`src/hdl/depth_stream_pkg.sv`:
```
`default_nettype none

package depth_stream_pkg;

    ////////////////////////////////////////
    // datapath widths
    localparam int PIXEL_W   = 8;
    localparam int COORD_W   = 16;
    localparam int GAIN_W    = 8;
    // gain is unsigned 4.4, so 16 means unity
    localparam int GAIN_FRAC = 4;

    ////////////////////////////////////////
    // command word and register map
    localparam int CMD_BYTES  = 6;
    localparam int CMD_CNT_W  = $clog2(CMD_BYTES);
    localparam int CMD_ADDR_W = 16;
    localparam int CMD_DATA_W = 32;
    localparam logic [CMD_CNT_W-1:0] CMD_LAST = CMD_CNT_W'(CMD_BYTES - 1);

    localparam logic [CMD_ADDR_W-1:0] ADDR_ROI_WIDTH  = 16'h0001;
    localparam logic [CMD_ADDR_W-1:0] ADDR_ROI_HEIGHT = 16'h0002;
    localparam logic [CMD_ADDR_W-1:0] ADDR_GAIN       = 16'h0003;

    localparam logic [COORD_W-1:0] DEFAULT_ROI_WIDTH  = 16'd490;
    localparam logic [COORD_W-1:0] DEFAULT_ROI_HEIGHT = 16'd450;
    localparam logic [GAIN_W-1:0]  DEFAULT_GAIN       = 8'd16;

    ////////////////////////////////////////
    // output buffering and framing
    localparam int FIFO_DEPTH = 16;
    localparam int FIFO_PTR_W = $clog2(FIFO_DEPTH);
    localparam int FIFO_CNT_W = FIFO_PTR_W + 1;
    localparam logic [FIFO_CNT_W-1:0] FIFO_FULL = FIFO_CNT_W'(FIFO_DEPTH);

    // "BIVFRAME", most significant byte goes out first
    localparam logic [63:0] MAGIC_NUM = 64'h4249_5646_5241_4D45;
    localparam int MAGIC_BYTES = 8;
    localparam int MAGIC_IDX_W = $clog2(MAGIC_BYTES) + 1;
    localparam logic [MAGIC_IDX_W-1:0] MAGIC_END = MAGIC_IDX_W'(MAGIC_BYTES);

    // filled a byte at a time, read back as address and data
    typedef union packed {
        logic [0:CMD_BYTES-1][PIXEL_W-1:0] bytes;
        struct packed {
            logic [CMD_ADDR_W-1:0] addr;
            logic [CMD_DATA_W-1:0] data;
        } fields;
    } cmd_word_u;

endpackage

`default_nettype wire

```
`src/hdl/command_assembler.sv`:
```
`timescale 1ns/10ps
`default_nettype none

module command_assembler (
    input  wire                                   core_clk,
    input  wire                                   sys_reset,
    input  wire  [depth_stream_pkg::PIXEL_W-1:0]  cmd_byte_i,
    input  wire                                   cmd_valid_i,
    output depth_stream_pkg::cmd_word_u           cmd_word_o,
    output logic                                  cmd_word_valid_o
);

    logic [depth_stream_pkg::CMD_CNT_W-1:0] byte_cnt_q;
    logic                                   last_byte;

    assign last_byte = cmd_valid_i && (byte_cnt_q == depth_stream_pkg::CMD_LAST);

    always_ff @(posedge core_clk) begin
        // first byte lands in the top of the word
        if (cmd_valid_i) begin
            cmd_word_o.bytes[byte_cnt_q] <= cmd_byte_i;
        end

        cmd_word_valid_o <= last_byte;

        if (last_byte) begin
            byte_cnt_q <= '0;
        end else if (cmd_valid_i) begin
            byte_cnt_q <= byte_cnt_q + 1'b1;
        end

        // drop any half-received command
        if (sys_reset) begin
            byte_cnt_q       <= '0;
            cmd_word_valid_o <= 1'b0;
        end
    end

endmodule

`default_nettype wire

```
`src/hdl/constants_regs.sv`:
```
`timescale 1ns/10ps
`default_nettype none

module constants_regs (
    input  wire                                  core_clk,
    input  wire                                  sys_reset,
    input  depth_stream_pkg::cmd_word_u          cmd_word_i,
    input  wire                                  cmd_word_valid_i,
    output logic [depth_stream_pkg::COORD_W-1:0] roi_width_o,
    output logic [depth_stream_pkg::COORD_W-1:0] roi_height_o,
    output logic [depth_stream_pkg::GAIN_W-1:0]  gain_o
);

    always_ff @(posedge core_clk) begin
        if (sys_reset) begin
            roi_width_o  <= depth_stream_pkg::DEFAULT_ROI_WIDTH;
            roi_height_o <= depth_stream_pkg::DEFAULT_ROI_HEIGHT;
            gain_o       <= depth_stream_pkg::DEFAULT_GAIN;
        end else if (cmd_word_valid_i) begin
            // unknown addresses fall through untouched
            case (cmd_word_i.fields.addr)
                depth_stream_pkg::ADDR_ROI_WIDTH: begin
                    roi_width_o <= cmd_word_i.fields.data[depth_stream_pkg::COORD_W-1:0];
                end
                depth_stream_pkg::ADDR_ROI_HEIGHT: begin
                    roi_height_o <= cmd_word_i.fields.data[depth_stream_pkg::COORD_W-1:0];
                end
                depth_stream_pkg::ADDR_GAIN: begin
                    gain_o <= cmd_word_i.fields.data[depth_stream_pkg::GAIN_W-1:0];
                end
                default: begin
                end
            endcase
        end
    end

endmodule

`default_nettype wire

```
`src/hdl/contrast_stage.sv`:
```
`timescale 1ns/10ps
`default_nettype none

module contrast_stage (
    input  wire                                  core_clk,
    input  wire                                  sys_reset,
    input  wire  [depth_stream_pkg::PIXEL_W-1:0] plus_i,
    input  wire  [depth_stream_pkg::PIXEL_W-1:0] minus_i,
    input  wire                                  valid_i,
    input  wire                                  frame_start_i,
    input  wire  [depth_stream_pkg::GAIN_W-1:0]  gain_i,
    output logic [depth_stream_pkg::PIXEL_W-1:0] byte_o,
    output logic                                 valid_o,
    output logic                                 frame_start_o
);

    logic [depth_stream_pkg::PIXEL_W-1:0]                          abs_diff;
    logic [depth_stream_pkg::PIXEL_W+depth_stream_pkg::GAIN_W-1:0] product;
    logic [depth_stream_pkg::PIXEL_W+depth_stream_pkg::GAIN_W-1:0] scaled;
    logic [depth_stream_pkg::PIXEL_W-1:0]                          sat_byte;

    always_comb begin
        abs_diff = (plus_i >= minus_i) ? (plus_i - minus_i) : (minus_i - plus_i);
        product  = abs_diff * gain_i;
        scaled   = product >> depth_stream_pkg::GAIN_FRAC;

        // anything above the low byte clips to full scale
        if (|scaled[depth_stream_pkg::PIXEL_W+depth_stream_pkg::GAIN_W-1:
                    depth_stream_pkg::PIXEL_W]) begin
            sat_byte = {depth_stream_pkg::PIXEL_W{1'b1}};
        end else begin
            sat_byte = scaled[depth_stream_pkg::PIXEL_W-1:0];
        end
    end

    always_ff @(posedge core_clk) begin
        byte_o        <= sat_byte;
        valid_o       <= valid_i;
        frame_start_o <= valid_i && frame_start_i;

        if (sys_reset) begin
            valid_o       <= 1'b0;
            frame_start_o <= 1'b0;
        end
    end

endmodule

`default_nettype wire

```
`src/hdl/depth_stream_top.sv`:
```
`timescale 1ns/10ps
`default_nettype none

module depth_stream_top (
    input  wire                                  core_clk,
    input  wire                                  sys_reset,
    input  wire  [depth_stream_pkg::PIXEL_W-1:0] cmd_byte_i,
    input  wire                                  cmd_valid_i,
    input  wire  [depth_stream_pkg::PIXEL_W-1:0] plus_i,
    input  wire  [depth_stream_pkg::PIXEL_W-1:0] minus_i,
    input  wire                                  pix_valid_i,
    input  wire                                  pix_sof_i,
    output logic [depth_stream_pkg::PIXEL_W-1:0] byte_o,
    output logic                                 byte_valid_o,
    input  wire                                  byte_stall_i,
    output logic                                 overflow_o
);

    ////////////////////////////////////////
    // command path
    depth_stream_pkg::cmd_word_u cmd_word;
    logic                        cmd_word_valid;

    logic [depth_stream_pkg::COORD_W-1:0] roi_width;
    logic [depth_stream_pkg::COORD_W-1:0] roi_height;
    logic [depth_stream_pkg::GAIN_W-1:0]  gain;

    command_assembler u_command_assembler (
        .core_clk        (core_clk),
        .sys_reset       (sys_reset),
        .cmd_byte_i      (cmd_byte_i),
        .cmd_valid_i     (cmd_valid_i),
        .cmd_word_o      (cmd_word),
        .cmd_word_valid_o(cmd_word_valid)
    );

    constants_regs u_constants_regs (
        .core_clk        (core_clk),
        .sys_reset       (sys_reset),
        .cmd_word_i      (cmd_word),
        .cmd_word_valid_i(cmd_word_valid),
        .roi_width_o     (roi_width),
        .roi_height_o    (roi_height),
        .gain_o          (gain)
    );

    ////////////////////////////////////////
    // pixel path
    logic [depth_stream_pkg::PIXEL_W-1:0] trk_plus;
    logic [depth_stream_pkg::PIXEL_W-1:0] trk_minus;
    logic                                 trk_valid;
    logic                                 trk_frame_start;

    logic [depth_stream_pkg::PIXEL_W-1:0] con_byte;
    logic                                 con_valid;
    logic                                 con_frame_start;

    pixel_position_tracker u_pixel_position_tracker (
        .core_clk     (core_clk),
        .sys_reset    (sys_reset),
        .plus_i       (plus_i),
        .minus_i      (minus_i),
        .pix_valid_i  (pix_valid_i),
        .pix_sof_i    (pix_sof_i),
        .roi_width_i  (roi_width),
        .roi_height_i (roi_height),
        .plus_o       (trk_plus),
        .minus_o      (trk_minus),
        .valid_o      (trk_valid),
        .frame_start_o(trk_frame_start)
    );

    contrast_stage u_contrast_stage (
        .core_clk     (core_clk),
        .sys_reset    (sys_reset),
        .plus_i       (trk_plus),
        .minus_i      (trk_minus),
        .valid_i      (trk_valid),
        .frame_start_i(trk_frame_start),
        .gain_i       (gain),
        .byte_o       (con_byte),
        .valid_o      (con_valid),
        .frame_start_o(con_frame_start)
    );

    ////////////////////////////////////////
    // buffering and output framing
    logic [depth_stream_pkg::PIXEL_W-1:0] fifo_byte;
    logic                                 fifo_frame_start;
    logic                                 fifo_valid;
    logic                                 fifo_pop;

    stream_fifo u_stream_fifo (
        .core_clk        (core_clk),
        .sys_reset       (sys_reset),
        .wr_byte_i       (con_byte),
        .wr_frame_start_i(con_frame_start),
        .wr_valid_i      (con_valid),
        .rd_pop_i        (fifo_pop),
        .rd_byte_o       (fifo_byte),
        .rd_frame_start_o(fifo_frame_start),
        .rd_valid_o      (fifo_valid),
        .overflow_o      (overflow_o)
    );

    frame_serializer u_frame_serializer (
        .core_clk        (core_clk),
        .sys_reset       (sys_reset),
        .rd_byte_i       (fifo_byte),
        .rd_frame_start_i(fifo_frame_start),
        .rd_valid_i      (fifo_valid),
        .rd_pop_o        (fifo_pop),
        .byte_o          (byte_o),
        .byte_valid_o    (byte_valid_o),
        .byte_stall_i    (byte_stall_i)
    );

endmodule

`default_nettype wire

```
`src/hdl/frame_serializer.sv`:
```
`timescale 1ns/10ps
`default_nettype none

module frame_serializer (
    input  wire                                  core_clk,
    input  wire                                  sys_reset,
    input  wire  [depth_stream_pkg::PIXEL_W-1:0] rd_byte_i,
    input  wire                                  rd_frame_start_i,
    input  wire                                  rd_valid_i,
    output logic                                 rd_pop_o,
    output logic [depth_stream_pkg::PIXEL_W-1:0] byte_o,
    output logic                                 byte_valid_o,
    input  wire                                  byte_stall_i
);

    logic                                     out_free;
    logic                                     hdr_active_q;
    // counts header bytes already sent, zero while idle
    logic [depth_stream_pkg::MAGIC_IDX_W-1:0] hdr_idx_q;
    logic [depth_stream_pkg::PIXEL_W-1:0]     held_q;
    logic [depth_stream_pkg::PIXEL_W-1:0]     hdr_byte;

    // output register empty or handed off this cycle
    assign out_free = !byte_valid_o || !byte_stall_i;
    assign rd_pop_o = out_free && rd_valid_i && !hdr_active_q;

    assign hdr_byte = depth_stream_pkg::MAGIC_NUM[
        depth_stream_pkg::PIXEL_W *
        (depth_stream_pkg::MAGIC_BYTES - 1 - hdr_idx_q[depth_stream_pkg::MAGIC_IDX_W-2:0])
        +: depth_stream_pkg::PIXEL_W];

    ////////////////////////////////////////
    // output register and header playout
    always_ff @(posedge core_clk) begin
        if (out_free) begin
            if (hdr_active_q) begin
                byte_valid_o <= 1'b1;
                if (hdr_idx_q == depth_stream_pkg::MAGIC_END) begin
                    // header done, release the pixel that started it
                    byte_o       <= held_q;
                    hdr_active_q <= 1'b0;
                    hdr_idx_q    <= '0;
                end else begin
                    byte_o    <= hdr_byte;
                    hdr_idx_q <= hdr_idx_q + 1'b1;
                end
            end else if (rd_valid_i) begin
                byte_valid_o <= 1'b1;
                if (rd_frame_start_i) begin
                    // first magic byte goes out right away
                    held_q       <= rd_byte_i;
                    byte_o       <= hdr_byte;
                    hdr_active_q <= 1'b1;
                    hdr_idx_q    <= hdr_idx_q + 1'b1;
                end else begin
                    byte_o <= rd_byte_i;
                end
            end else begin
                byte_valid_o <= 1'b0;
            end
        end

        if (sys_reset) begin
            byte_valid_o <= 1'b0;
            hdr_active_q <= 1'b0;
            hdr_idx_q    <= '0;
        end
    end

endmodule

`default_nettype wire

```
`src/hdl/pixel_position_tracker.sv`:
```
`timescale 1ns/10ps
`default_nettype none

module pixel_position_tracker (
    input  wire                                  core_clk,
    input  wire                                  sys_reset,
    input  wire  [depth_stream_pkg::PIXEL_W-1:0] plus_i,
    input  wire  [depth_stream_pkg::PIXEL_W-1:0] minus_i,
    input  wire                                  pix_valid_i,
    input  wire                                  pix_sof_i,
    input  wire  [depth_stream_pkg::COORD_W-1:0] roi_width_i,
    input  wire  [depth_stream_pkg::COORD_W-1:0] roi_height_i,
    output logic [depth_stream_pkg::PIXEL_W-1:0] plus_o,
    output logic [depth_stream_pkg::PIXEL_W-1:0] minus_o,
    output logic                                 valid_o,
    output logic                                 frame_start_o
);

    // position that the next valid pixel will take
    logic [depth_stream_pkg::COORD_W-1:0] col_q;
    logic [depth_stream_pkg::COORD_W-1:0] row_q;

    logic [depth_stream_pkg::COORD_W-1:0] cur_col;
    logic [depth_stream_pkg::COORD_W-1:0] cur_row;
    logic [depth_stream_pkg::COORD_W-1:0] col_next;
    logic [depth_stream_pkg::COORD_W-1:0] row_next;
    logic                                 at_origin;

    always_comb begin
        // source sof forces this pixel back to (0,0)
        cur_col   = pix_sof_i ? '0 : col_q;
        cur_row   = pix_sof_i ? '0 : row_q;
        at_origin = (cur_col == '0) && (cur_row == '0);

        col_next = cur_col + 1'b1;
        row_next = cur_row;
        // >= keeps counters sane if the region shrinks mid-frame
        if (cur_col >= roi_width_i - 1'b1) begin
            col_next = '0;
            row_next = cur_row + 1'b1;
            if (cur_row >= roi_height_i - 1'b1) begin
                row_next = '0;
            end
        end
    end

    always_ff @(posedge core_clk) begin
        plus_o        <= plus_i;
        minus_o       <= minus_i;
        valid_o       <= pix_valid_i;
        frame_start_o <= pix_valid_i && at_origin;

        if (pix_valid_i) begin
            col_q <= col_next;
            row_q <= row_next;
        end

        if (sys_reset) begin
            valid_o       <= 1'b0;
            frame_start_o <= 1'b0;
            col_q         <= '0;
            row_q         <= '0;
        end
    end

endmodule

`default_nettype wire

```
`src/hdl/stream_fifo.sv`:
```
`timescale 1ns/10ps
`default_nettype none

module stream_fifo (
    input  wire                                  core_clk,
    input  wire                                  sys_reset,
    input  wire  [depth_stream_pkg::PIXEL_W-1:0] wr_byte_i,
    input  wire                                  wr_frame_start_i,
    input  wire                                  wr_valid_i,
    input  wire                                  rd_pop_i,
    output logic [depth_stream_pkg::PIXEL_W-1:0] rd_byte_o,
    output logic                                 rd_frame_start_o,
    output logic                                 rd_valid_o,
    output logic                                 overflow_o
);

    // entry is {frame_start, byte}
    logic [depth_stream_pkg::PIXEL_W:0]      mem_q [depth_stream_pkg::FIFO_DEPTH];
    logic [depth_stream_pkg::FIFO_PTR_W-1:0] wr_ptr_q;
    logic [depth_stream_pkg::FIFO_PTR_W-1:0] rd_ptr_q;
    logic [depth_stream_pkg::FIFO_CNT_W-1:0] count_q;

    logic full;
    logic do_wr;
    logic do_rd;

    assign full       = (count_q == depth_stream_pkg::FIFO_FULL);
    assign rd_valid_o = (count_q != '0);
    assign do_wr      = wr_valid_i && !full;
    assign do_rd      = rd_pop_i && rd_valid_o;

    assign {rd_frame_start_o, rd_byte_o} = mem_q[rd_ptr_q];

    always_ff @(posedge core_clk) begin
        if (do_wr) begin
            mem_q[wr_ptr_q] <= {wr_frame_start_i, wr_byte_i};
        end
    end

    always_ff @(posedge core_clk) begin
        if (sys_reset) begin
            wr_ptr_q   <= '0;
            rd_ptr_q   <= '0;
            count_q    <= '0;
            overflow_o <= 1'b0;
        end else begin
            if (do_wr) begin
                wr_ptr_q <= wr_ptr_q + 1'b1;
            end
            if (do_rd) begin
                rd_ptr_q <= rd_ptr_q + 1'b1;
            end

            case ({do_wr, do_rd})
                2'b10:   count_q <= count_q + 1'b1;
                2'b01:   count_q <= count_q - 1'b1;
                default: count_q <= count_q;
            endcase

            // sticky until reset, the lost entry is gone
            if (wr_valid_i && full) begin
                overflow_o <= 1'b1;
            end
        end
    end

endmodule

`default_nettype wire

```
`config.mk`:
```
export PLATFORM = sky130hd
export DESIGN_NAME = depth_stream_top
export DESIGN_NICKNAME = d
export VERILOG_FILES = /design/src/hdl/depth_stream_pkg.sv /design/src/hdl/command_assembler.sv /design/src/hdl/constants_regs.sv /design/src/hdl/contrast_stage.sv /design/src/hdl/depth_stream_top.sv /design/src/hdl/frame_serializer.sv /design/src/hdl/pixel_position_tracker.sv /design/src/hdl/stream_fifo.sv
export SDC_FILE = /design/constraint.sdc
export NUM_CORES = 1
export LEC_CHECK = 0
export BUFFER_PORTS_ARGS = -buffer_cell sky130_fd_sc_hd__buf_2
export CAP_MARGIN = 30
export CORE_ASPECT_RATIO = 0.7
export CORE_MARGIN = 2
export CORE_UTILIZATION = 46
export DETAILED_ROUTE_END_ITERATION = 8
export SYNTH_ARGS = -nofsm -noshare
export SYNTH_HDL_FRONTEND = slang
export SYNTH_SLANG_ARGS = --single-unit
```
`constraint.sdc`:
```
create_clock -name core_clk -period 16.5 [get_ports core_clk]
set_input_delay 1.65 -clock core_clk [delete_from_list [all_inputs] [get_ports core_clk]]
set_output_delay 1.65 -clock core_clk [all_outputs]
set_load 0.02 [all_outputs]
```
# == Word level (Yosys, flattened, before mapping) ==
# Memory sizes are Yosys's and may differ from the RTL's. A register that Yosys moved wholly into a read port is not among the register bits.
# Cells that the tools add are included.
# Widths: inputs -> output; s select.
# totals
inputBits,30
mem_count,1
ramBits,144
register_bits,188
wordCells,112
# classes
n_reduce_logical,29
eq_ne,8
bitwise_logic,2
add_sub_neg,13
n_mul,1
order_cmp,5
shift,1
n_mux,28
# memory_table
name,words,width,rd,rd_ports_with_merged_regs,wr,line,text
u_stream_fifo.mem_q,16,9,1,1,1,stream_fifo.sv:18,logic [depth_stream_pkg::PIXEL_W:0] mem_q [depth_stream_pkg::FIFO_DEPTH];
# op_table
op,n
$mux 16,5
$shiftx 64x33->8 const A,1
$bwmux 48,1
$mux 8,6
$add 16x1->16 const B,2
$eq 16x2->1 const B,2
$ge 16x16->1,2
$logic_not 16->1,2
$sub 16x1->16 const B,2
$demux 8 s3,1
$mux 4,6
$eq 16x1->1 const B,1
$mul 8x8->16,1
$sub 8x8->8,2
$add 4x1->4 const B,3
$logic_and 1x1->1,10
$pmux 5 s2,1
$ge 8x8->1,1
$mux 1,8
$reduce_and 2->1,4
$reduce_bool 2->1,3
$add 5x1->5 const B,1
$eq 5x5->1 const B,1
$reduce_bool 5->1,1
17 further kinds,20

# == Depth between registers and ports, before layout ==
# Gate-level depths: netlist of the first run.
# depth
word_depth,7
depth_mapped,30
mapped_depth_nobuf,30

# == By module ==
# Synthesis of the first run repeated with hierarchy kept, for this count alone.
# hier_totals
cells_unflattened,1576
area_unflattened_um2,18072.3
# modules_own_cells
module,seq_area_each_um2,area_each_um2,n_inst,cells_each
stream_fifo,4684.5,6372.4,1,322
pixel_position_tracker,1001.0,3817.4,1,474
contrast_stage,200.2,3520.9,1,433
constants_regs,800.8,1679.1,1,186
command_assembler,1521.5,1669.1,1,77
frame_serializer,600.6,1013.5,1,84

# == Least setup slack after synthesis of the first run ==
# No wires, ideal clock.
# synth_timing
kind,register -> register
start,register u_pixel_position_tracker.plus_o[0] in the netlist's numbering
end,register u_contrast_stage.byte_o[1] in the netlist's numbering
stages_incl_launch_ff,29
path_buffers,0
period_less_slack_ns,6.423
setup_time_ns,0.132
path_slack_ns,10.077
t_arrival_ns,6.291
required_ns,16.368
cell_sequence,dfxtp_1 -> inv_1 -> ha_1 -> inv_1 -> fa_1 -> nand3_2 -> a31oi_2 -> nor2_2 -> mux2_2 -> o21ai_1 -> nand2_1 -> nand2_1 -> xor2_1 -> and2_1 -> fa_1 -> inv_1 -> fa_1 -> inv_1 -> fa_1 -> inv_1 -> fa_1 -> inv_1 -> ha_1 -> and2_1 -> or4_4 -> a31oi_4 -> mux2i_1 -> nor4_4 -> o21ai_2
# synth_via
elab_chain_len,4
word_cells_on_any_way,6
classes_between,2 x add/sub; 1 x mul; 1 x order compare; 1 x mux; 1 x reduce/logical
# synth_lines
item,line,text
from (decl),pixel_position_tracker.sv:13,"output logic [depth_stream_pkg::PIXEL_W-1:0] plus_o,"
from (signal assigned),pixel_position_tracker.sv:48,plus_o <= plus_i;
$sub 8x8->8 or $ge 8x8->1 (tied branches),contrast_stage.sv:23,abs_diff = (plus_i >= minus_i) ? (plus_i - minus_i) : (minus_i - plus_i);
$mux 8 *,contrast_stage.sv:23,
$mul 8x8->16 *,contrast_stage.sv:24,product = abs_diff * gain_i;
$reduce_or 4->1,contrast_stage.sv:28,if (|scaled[depth_stream_pkg::PIXEL_W+depth_stream_pkg::GAIN_W-1:
to (signal assigned),contrast_stage.sv:37,byte_o <= sat_byte;
to (decl),contrast_stage.sv:12,"output logic [depth_stream_pkg::PIXEL_W-1:0] byte_o,"
# Mark *: on every way between the ends. The rest lies on a longest branch, timed or not.
# A chain may end at the register's enable or synchronous reset.

# == Worst setup path after layout of the first run ==
# layout_timing
start,register u_pixel_position_tracker.plus_o[0] in the netlist's numbering
end,register u_contrast_stage.byte_o[2] in the netlist's numbering
# Same word-level chain as after synthesis.

==> results.py, run 1 <==
metrics = {
    "drt": {
        "drt_iter0_drc": 663,
        "dr.pass1.iters": 5,
        "viasPerCell": 5.338,
        "postRouteAntennaNets": 0,
        "routed_wl_um": 32640,
        "vias": 10200,
        "drcViolationCount": 0,
        "wl_per_cell_um": 17.08,
    },
    "clock_tree": {
        "clkLatencyLatePin_ns": 0.52,
        "hold_buffers": 0,
        "root_buffer": "clkbuf_16",
        "path_clk_slew_ns": 0.06,
        "cts.path.max_buffers": 3,
        "cts_tree": "done",
        "post_cts_buffers": 0,
        "postCtsResizedCells": 0,
        "clkSinkCount": 320,
        "cts-htree-levels": 2,
        "cts_buffers": 34,
    },
    "cells_and_area": {
        "diodes": 0,
        "fin_nets": 1585,
        "finalNonFillerCells": 1911,
        "mostFrequentLayoutCell": "edfxtp_1",
        "final_cell_mix": "192 x edfxtp_1, 127 x dfxtp_1, 123 x nor2_1, 110 x inv_1, 101 x ha_1",
        "design_area_mm2": 0.01825,
        "nFillCells": 3047,
        "areaGrowthSynthToFinish_pct": 11.16,
        "drive_above_1_share_pct": 12.16,
    },
    "sta": {
        "tightest_slew_ns": 0.9231,
        "period_needed_ns": 6.929,
        "max_clock_freq_mhz": 144.3,
        "tns_ns": 0,
        "rsz0062_at_grt": "false",
        "setup_violations": 0,
        "report.final.slew_viol_count": 0,
        "maxSlewHeadroom_pct": 38.23,
        "finClkSkew_ns": 0.01618,
        "min_period_over_period_pct": 41.99,
        "final-hold-violation-count": 0,
    },
    "place": {
        "place_inst": 1851,
        "dp_hpwl_um": 23500,
        "numPortBuffers": 39,
        "placed_area_mm2": 0.01712,
        "gp_congestion": 0.8157,
    },
    "floorplan": {
        "start_util_pct": 46.97,
        "fp-row-count": 57,
        "chipWidth_um": 229.8,
        "dieArea_mm2": 0.03723,
        "core_mm2": 0.03495,
        "die_h_um": 162.0,
        "io_pins": 40,
    },
    "power": {
        "clkPwrFrac_pct": 36.6,
        "combPwrFrac_pct": 17.7,
        "seqPwrFrac_pct": 45.7,
        "power_density_mw_per_mm2": 116.4,
        "totalPowerFinal_uw": 2124,
        "power.internal_uw": 1550,
        "sw_frac_of_total_pct": 27.04,
        "vdd_drop_max_v": 0.00007775,
        "power.leakage_uw": 0.007113,
        "p_switching_uw": 574.5,
    },
    "global_routing": {
        "antenna_found_initial": 0,
        "grt_pass1_wl_um": 53290,
        "grt.total_usage_pct": 17.88,
        "grt_max_degree": 63,
        "grt_pass1_vias": 9805,
        "grt_overflow": 0,
    },
    "worst_setup_path": {
        "crit_fanout": 8,
        "crit_type": "flop to flop",
        "regToRegSetupSlack_ns": 9.57,
        "critPathRequiredTime_ns": 16.88,
        "cpMostUsedCell": "fa_1",
        "cp_data_arrival_time_ns": 7.31,
        "cp-start-kind": "flop",
        "cp_slowest_stage_delay_ns": 0.55,
        "crit_slowest_cell": "fa_1",
        "crit_path_end_kind": "flop",
    },
    "synth": {
        "async_flop_share_pct": 0,
        "synthesis.area_mm2": 0.01641,
        "synth_edf_count": 192,
        "yosys_warnings": 0,
        "synth_cells": 1367,
        "synth_fp_nets": 1537,
        "synth_cell_types": 77,
        "synth-seq-area-share_pct": 50.74,
        "avgSynthCellArea_um2": 12.01,
        "postSynthRegisterBits": 320,
        "ys.flop_type": "edfxtp_1",
    },
    "status": {
        "outcome": "finished, final reports clean",
    },
    "worst_hold_path": {
        "hold_class": "flop to flop",
    },
    "flow_run": {
        "maxCapViolCount": 0,
    },
}
cell type report:
| class | count | area [um^2] | share of cell area, % |
|---|---|---|---|
| multi-input cells | 897 | 7503 | 41.12 |
| repair buffers | 51 | 280.3 | 1.536 |
| clock inverters | 20 | 252.7 | 1.385 |
| inverters | 111 | 416.7 | 2.283 |
| flip-flops and latches | 320 | 8329 | 45.65 |
| well taps | 472 | 590.6 | 3.237 |
| clock buffers | 40 | 873.3 | 4.786 |
kinds of logic after synthesis:
| group | count (synthesis) | synth area share, % |
|---|---|---|
| mux | 102 | 9.673 |
| flops | 320 | 50.74 |
| buf+inv | 150 | 3.613 |
| xor+xnor | 62 | 3.354 |
| fa+ha+maj | 140 | 12.46 |
| simple gates | 444 | 13.87 |
| compound gates | 149 | 6.296 |
critical path: cells and delay by family (launching register included):
family                     cells  cell delay (ns)
xor gates and xnor gates       1             0.44
muxes                          1             0.41
DFF                            1             0.31
buffers and inverters          4             0.20
and+or+nand+nor               10             1.91
AOI/OAI and AO/OA              5             0.64
adders and majority gates      7             2.86
synthesized netlist by cell type (12+ instances only):
| cell type | n | share of area [%] |
|---|---|---|
| and2_1 | 38 | 1.4 |
| nand2b_1 | 20 | 0.76 |
| nor4_1 | 20 | 0.76 |
| dfxtp_1 | 128 | 16 |
| a21o_1 | 20 | 0.91 |
| ha_1 | 101 | 7.7 |
| nor2_1 | 123 | 2.8 |
| edfxtp_1 | 192 | 35 |
| xnor2_1 | 36 | 1.9 |
| fa_1 | 39 | 4.8 |
| inv_1 | 110 | 2.5 |
| nor3_1 | 30 | 0.91 |
| nand2_1 | 89 | 2.0 |
| nor2b_1 | 44 | 1.7 |
| xor2_1 | 25 | 1.3 |
| a21oi_1 | 36 | 1.1 |
| mux2i_1 | 54 | 3.3 |
| a22o_1 | 12 | 0.64 |
| o21ai_0 | 19 | 0.58 |
| mux4_2 | 45 | 6.2 |
| nand4_1 | 15 | 0.57 |
| nand3_1 | 18 | 0.55 |
| clkbuf_1 | 25 | 0.57 |
power by group through the flow:
stage | clock, uW | sequential (uW) | combinational (uW)
3_5_place_dp | 0 | 989 | 379
6_report | 777 | 971 | 376
3_3_place_gp | 0 | 986 | 372
5_1_grt | 829 | 981 | 419
4_1_cts | 800 | 972 | 381
2_1_floorplan | 0 | 986 | 284
metrics by stage:
| step | worst slack, ns | util (%) | hold slack [ns] |
|---|---|---|---|
| final | 9.571 | 52.21 | 0.4306 |
| after global routing | 9.069 | 52.21 | 0.4540 |
| after CTS | 9.499 | 52.21 | 0.4345 |
| after detailed placement | 9.512 | 48.99 | 0.4196 |
| after global placement | 9.713 | 48.96 | 0.4114 |
| after floorplan | 10.08 | - | 0.4057 |
per-layer routing:
| layer | GRT usage, % | wire, um | up-vias |
|---|---|---|---|
| met5 | 0 | 0 | - |
| met4 | 4.282 | 578 | 0 |
| met3 | 2.897 | 1517 | 42 |
| met2 | 26.37 | 13680 | 185 |
| met1 | 27.57 | 16870 | 4980 |
| li1 | - | - | 4993 |
registers in the layout, summed over array words and instances (netlist names), 3 cells and up, named ones only:
signal	flops
u_constants_regs.roi_width_o	16
u_frame_serializer.hdr_idx_q	4
u_stream_fifo.mem_q	144
u_pixel_position_tracker.minus_o	8
u_stream_fifo.rd_ptr_q	4
u_constants_regs.gain_o	8
u_stream_fifo.wr_ptr_q	4
u_frame_serializer.byte_o	8
u_stream_fifo.count_q	5
u_frame_serializer.held_q	8
u_pixel_position_tracker.col_q	16
u_constants_regs.roi_height_o	16
u_pixel_position_tracker.plus_o	8
u_command_assembler.byte_cnt_q	3
u_command_assembler.cmd_word_o	32
u_pixel_position_tracker.row_q	16
u_contrast_stage.byte_o	8
worst paths after layout:
kind                                                             start                              to  cells after the start
worst min register to register  u_pixel_position_tracker.frame_start_o  u_contrast_stage.frame_start_o                      1
worst max register to register      u_pixel_position_tracker.plus_o[0]      u_contrast_stage.byte_o[2]                     28
worst max-delay path                u_pixel_position_tracker.plus_o[0]      u_contrast_stage.byte_o[2]                     28
worst min-delay path            u_pixel_position_tracker.frame_start_o  u_contrast_stage.frame_start_o                      1
Power figures use the tool's default switching activity.
==> run 2, diff against run 1 <==
Clock period 16.5 ns to 6.3 ns, I/O delays scaled along.
==> run 2 against run 1 <==
Effect of this change:
- the run now ends with setup timing left
- sequential share of layout area down 1.4 points
- wire length increased by 2.4%
- setup slack got worse by 9.6 ns
- critical path type unchanged
==> results.py, run 2 (synthesized netlist as in run 1, its figures left out) <==
metrics = {
    "drt": {
        "viasPerCell": 5.254,
        "postRouteAntennaNets": 0,
        "routed_wl_um": 33410,
        "vias": 10250,
        "dr.pass1.iters": 5,
        "drt_iter0_drc": 710,
        "wl_per_cell_um": 17.13,
        "drcViolationCount": 0,
    },
    "worst_setup_path": {
        "reg2reg_from": "u_pixel_position_tracker.plus_o[0]",
        "cp-start-kind": "flop",
        "cpMostUsedCell": "fa_1",
        "cp_data_arrival_time_ns": 6.73,
        "crit_fanout": 8,
        "critPathRequiredTime_ns": 6.72,
        "crit_slowest_cell": "or4_4",
        "crit_type": "flop to flop",
        "startpoint": "u_pixel_position_tracker.plus_o[0]",
        "crit_path_end_kind": "flop",
        "cp_slowest_stage_delay_ns": 0.56,
    },
    "cells_and_area": {
        "regMostFlops": "u_stream_fifo.mem_q",
        "final_cell_mix": "192 x edfxtp_1, 124 x dfxtp_1, 123 x nor2_1, 106 x inv_1, 97 x ha_1",
        "mostFrequentLayoutCell": "edfxtp_1",
        "fin_nets": 1622,
        "drive_above_1_share_pct": 17.19,
        "largest_reg_flops": 144,
        "areaGrowthSynthToFinish_pct": 14.75,
        "diodes": 0,
        "design_area_mm2": 0.01884,
    },
    "floorplan": {
        "core_mm2": 0.03495,
        "chipWidth_um": 229.8,
        "die_h_um": 162.0,
        "io_pins": 40,
        "start_util_pct": 46.97,
        "fp-row-count": 57,
        "dieArea_mm2": 0.03723,
    },
    "worst_hold_path": {
        "hp-start": "minus_i[4]",
        "hold_class": "input port to flop",
    },
    "sta": {
        "report.final.slew_viol_count": 0,
        "min_period_over_period_pct": 100.2,
        "max_clock_freq_mhz": 158.4,
        "tightest_slew_ns": 0.9536,
        "finClkSkew_ns": 0.01667,
        "period_needed_ns": 6.313,
        "final-hold-violation-count": 0,
        "tns_ns": -0.06405,
        "rsz0062_at_grt": "true",
        "setup_violations": 8,
        "worst_slack_ns": -0.01308,
        "maxSlewHeadroom_pct": 36.19,
    },
    "status": {
        "violations": "setup timing",
        "outcome": "finished, violations left",
    },
    "global_routing": {
        "grt_pass1_vias": 10010,
        "grt_max_degree": 42,
        "grt_pass1_wl_um": 54300,
        "grt_overflow": 0,
        "antenna_found_initial": 0,
        "grt.total_usage_pct": 18.34,
    },
    "place": {
        "placed_area_mm2": 0.01736,
        "dpl_worst_slack_ns": -0.09890,
        "dp_hpwl_um": 24270,
        "numPortBuffers": 39,
        "gp_congestion": 0.8226,
    },
    "clock_tree": {
        "root_buffer": "clkbuf_16",
        "cts_buffers": 34,
        "clkLatencyLatePin_ns": 0.54,
        "cts_tree": "done",
        "cts.path.max_buffers": 3,
        "path_clk_slew_ns": 0.06,
        "hold_buffers": 0,
        "clkSinkCount": 320,
        "cts-htree-levels": 2,
    },
    "flow_run": {
        "maxCapViolCount": 0,
    },
    "power": {
        "vdd_drop_max_v": 0.0002122,
        "p_switching_uw": 1561,
        "power.internal_uw": 4204,
        "sw_frac_of_total_pct": 27.07,
        "combPwrFrac_pct": 18.4,
        "power_density_mw_per_mm2": 306.1,
        "seqPwrFrac_pct": 44.8,
        "power.leakage_uw": 0.007380,
        "clkPwrFrac_pct": 36.7,
    },
}
run 2: cell count changes in the layout (fill, tap and decap cells not counted), moves of 4 or more:
cell / previous run / this run
clkbuf_1: 6 / 2
buf_6: 0 / 4
ha_4: 0 / 4
inv_1: 110 / 106
ha_1: 101 / 97
inv_2: 1 / 5
nand2_1: 89 / 84
mux2i_1: 54 / 49
nand2_2: 0 / 5
buf_4: 10 / 41
clkinvlp_4: 4 / 0
clkbuf_8: 0 / 4
run 2: layout make-up:
class	count	area, um^2
Timing Repair Buffer	88	605.6
Multi-Input combinational cell	897	7695
Clock buffer	42	963.4
Sequential cell	320	8333
Clock inverter	20	231.5
Fill cell	3021	16110
Inverter	111	416.7
Tap cell	472	590.6
run 2: final timing paths:
check / to / slack (ns) / cells after the start
worst max-delay path: u_contrast_stage.byte_o[4] / -0.01 / 29
worst min-delay path: u_pixel_position_tracker.minus_o[4] / 0.20 / 1
worst max register to register: u_contrast_stage.byte_o[4] / -0.01 / 29
worst min register to register: u_contrast_stage.frame_start_o / 0.43 / 1
run 2: repair_timing:
| item | CTS | global route |
|---|---|---|
| gates cloned | 0 | 0 |
| endpoints found under the hold margin | 0 | 0 |
| endpoints found under the setup margin | 8 | 8 |
| buffers inserted | 0 | 12 |
| resized for setup | 3 | 42 |
| pin swaps | 0 | 16 |
run 2: power groups by stage:
stage,Combinational [uW],Sequential (uW),Clock (uW)
after CTS,1020,2590,2170
final,1060,2590,2120
after floorplan,749,2580,0
after global routing,1180,2620,2260
after global placement,968,2640,0
after detailed placement,1020,2640,0
run 2: worst max-delay path: cells and delay by family, from the launching register on:
kind	cells	cell delay (ns)
fa+ha+maj	7	2.72
simple gates	7	1.41
buf+inv	8	0.69
compound gates	4	0.52
mux	2	0.35
flops	1	0.32
xor+xnor	1	0.16
run 2: metrics by stage:
stage                     power, uW  hold WS (ns)  instances  util (%)
after global placement         3605        0.4164       1872     49.53
after floorplan                3330        0.4057       1367         -
after global routing           6052        0.1796       1950     53.90
after CTS                      5786        0.1729       1938     53.13
after detailed placement       3653        0.4160       1876     49.67
final                          5765        0.2002       1950     53.90
run 2: per-layer routing:
metal | up-vias | GRT usage, % | wire length [um]
met2 | 199 | 27.22 | 14120
li1 | 5063 | - | -
met5 | - | 0 | 0
met1 | 4943 | 27.58 | 17110
met4 | 0 | 4.457 | 497
met3 | 40 | 3.757 | 1681
==> run 3, diff against run 2 <==
Settings changed: CAP_MARGIN 30 to 20, TNS_END_PERCENT set to 10.
Clock period 6.3 ns to 5.7 ns, I/O delays scaled along.
==> run 3 against run 2 <==
Effect of this change:
- the flow still finishes with violations (setup timing)
- combinational power rose by 15%
- critical endpoint is now u_contrast_stage.byte_o[0]
- clock skew is 0.00052 ns lower
- highest routed layer unchanged
- sequential cell count did not move
- largest cell class unchanged
- sequential power up 9.7%
- fmax up 5.4%
- hold slack worse by 0.11 ns
- clock power increased by 2%
- via count is 2.0% higher
- clock-buffer cell count is 1 higher
- critical path type unchanged
- die area unchanged
==> results.py, run 3 (synthesized netlist as in run 1, its figures left out) <==
metrics = {
    "status": {
        "outcome": "finished, violations left",
        "violations": "setup timing",
    },
    "worst_setup_path": {
        "crit_slowest_cell": "or4_4",
        "cp_data_arrival_time_ns": 6.46,
        "crit_family": "adder cells",
        "cp-start-kind": "flop",
        "regToRegSetupSlack_ns": -0.29,
        "crit_path_end_kind": "flop",
        "cpMostUsedCell": "fa_1",
        "critPathRequiredTime_ns": 6.16,
        "crit_fanout": 8,
        "path_buf_inv": 6,
        "cp_slowest_stage_delay_ns": 0.53,
        "crit_type": "flop to flop",
    },
    "sta": {
        "finClkSkew_ns": 0.01615,
        "min_period_over_period_pct": 105.1,
        "rsz0062_at_grt": "true",
        "final-hold-violation-count": 0,
        "tightest_slew_ns": 1.018,
        "worst_slack_ns": -0.2915,
        "period_needed_ns": 5.991,
        "maxSlewHeadroom_pct": 31.58,
        "setup_violations": 8,
        "max_clock_freq_mhz": 166.9,
        "tns_ns": -2.268,
        "report.final.slew_viol_count": 0,
    },
    "place": {
        "numPortBuffers": 39,
        "place_inst": 1902,
        "placed_area_mm2": 0.01764,
        "gp_congestion": 0.8264,
        "dp_hpwl_um": 24130,
    },
    "global_routing": {
        "antenna_found_initial": 0,
        "grt_overflow": 0,
        "grt_max_degree": 42,
        "grt_pass1_wl_um": 54700,
        "grt_pass1_vias": 10400,
        "grt.total_usage_pct": 18.09,
    },
    "clock_tree": {
        "root_buffer": "clkbuf_16",
        "hold_buffers": 0,
        "cts-htree-levels": 1,
        "cts_buffers": 31,
        "cts_tree": "done",
        "clkLatencyLatePin_ns": 0.58,
        "cts.path.max_buffers": 3,
        "path_clk_slew_ns": 0.07,
        "clkSinkCount": 320,
    },
    "cells_and_area": {
        "multi_input_area_mm2": 0.007722,
        "diodes": 0,
        "nFillCells": 3018,
        "regArea_mm2": 0.008329,
        "fin_nets": 1644,
        "areaGrowthSynthToFinish_pct": 15.60,
        "final_cell_mix": "192 x edfxtp_1, 127 x dfxtp_1, 123 x nor2_1, 107 x inv_1, 95 x ha_1",
        "finalNonFillerCells": 1971,
        "regMostFlops": "u_stream_fifo.mem_q",
        "drive_above_1_share_pct": 18.41,
        "mostFrequentLayoutCell": "edfxtp_1",
        "largest_reg_flops": 144,
        "design_area_mm2": 0.01897,
    },
    "drt": {
        "vias": 10450,
        "drt_iter0_drc": 694,
        "viasPerCell": 5.301,
        "wl_per_cell_um": 16.57,
        "drcViolationCount": 0,
        "routed_wl_um": 32670,
        "dr.pass1.iters": 4,
        "postRouteAntennaNets": 0,
    },
    "power": {
        "power_density_mw_per_mm2": 327.6,
        "totalPowerFinal_uw": 6216,
        "power.leakage_uw": 0.007474,
        "vdd_drop_max_v": 0.0002577,
    },
    "floorplan": {
        "dieArea_mm2": 0.03723,
        "fp-row-count": 57,
        "io_pins": 40,
        "start_util_pct": 46.97,
        "core_mm2": 0.03495,
        "chipWidth_um": 229.8,
        "die_h_um": 162.0,
    },
    "flow_run": {
        "maxCapViolCount": 0,
    },
    "worst_hold_path": {
        "hold_class": "input port to flop",
    },
}
-- run 3: cell count changes in the layout (fill, tap and decap cells not counted), sizes merged --
| cell | before | now |
|---|---|---|
| clkinv | 8 | 11 |
| buf | 88 | 113 |
| clkbuf | 42 | 43 |
| bufinv | 4 | 1 |
| clkinvlp | 3 | 2 |
| inv | 116 | 112 |
-- run 3: worst paths after layout --
kind | startpoint | cells past startpoint | end
setup / recovery | u_pixel_position_tracker.plus_o[0] | 27 | u_contrast_stage.byte_o[0]
hold / removal | plus_i[3] | 1 | u_pixel_position_tracker.plus_o[3]
setup reg to reg | u_pixel_position_tracker.plus_o[0] | 27 | u_contrast_stage.byte_o[0]
hold reg to reg | u_pixel_position_tracker.frame_start_o | 1 | u_contrast_stage.frame_start_o
-- run 3: per-stage QoR --
| stage | hold WS, ns | worst slack (ns) | util (%) |
|---|---|---|---|
| final | 0.08626 | -0.2915 | 54.30 |
| after global routing | 0.06076 | -0.6028 | 54.30 |
| after CTS | 0.06406 | -0.3478 | 54.08 |
| after detailed placement | 0.4217 | -0.4547 | 50.49 |
| after global placement | 0.4208 | -0.3152 | 50.46 |
| after floorplan | 0.4057 | -0.2805 | - |
-- run 3: routing by layer --
metal  routed length (um)  track usage [%]
met5                    0                0
met1                16430            27.00
met4                  391            2.991
met2                14270            28.15
met3                 1579            3.230
-- run 3: timing repair --
item | 4_1_cts | 5_1_grt
setup endpoints to repair | 8 | 8
gates resized for setup | 19 | 7
buffers inserted | 9 | 0
pin swaps | 20 | 6
-- run 3: where the power goes --
part	internal [uW]	switching (uW)
logic	593	628
clock network	1250	902
registers	2680	159
total	4530	1690
-- run 3: layout make-up --
class	count	area share [%]
clock inverter	15	0.6990
sequential	320	43.90
inverter	111	2.196
multi-input combinational	897	40.70
timing repair buffer	113	4.247
clock buffer	43	5.150
tap	472	3.112
-- run 3: worst register-to-register path, stage by stage, from the launching register on --
cell and delay (ns):
dfxtp_1 0.31, inv_1 0.05, ha_2 0.16, inv_2 0.04, fa_2 0.35, nand3_2 0.11, a31oi_4 0.10, nor2_4 0.14
mux2_4 0.34, o21ai_2 0.14, nand2_2 0.10, buf_4 0.14, a21oi_2 0.16, xor2_2 0.17, and2_4 0.17, fa_1 0.43
fa_1 0.45, fa_1 0.48, inv_1 0.05, fa_1 0.48, inv_2 0.05, ha_4 0.16, or4_4 0.53, a31oi_4 0.17
mux2i_2 0.10, nor4_4 0.29, buf_6 0.16, nand2_1 0.05
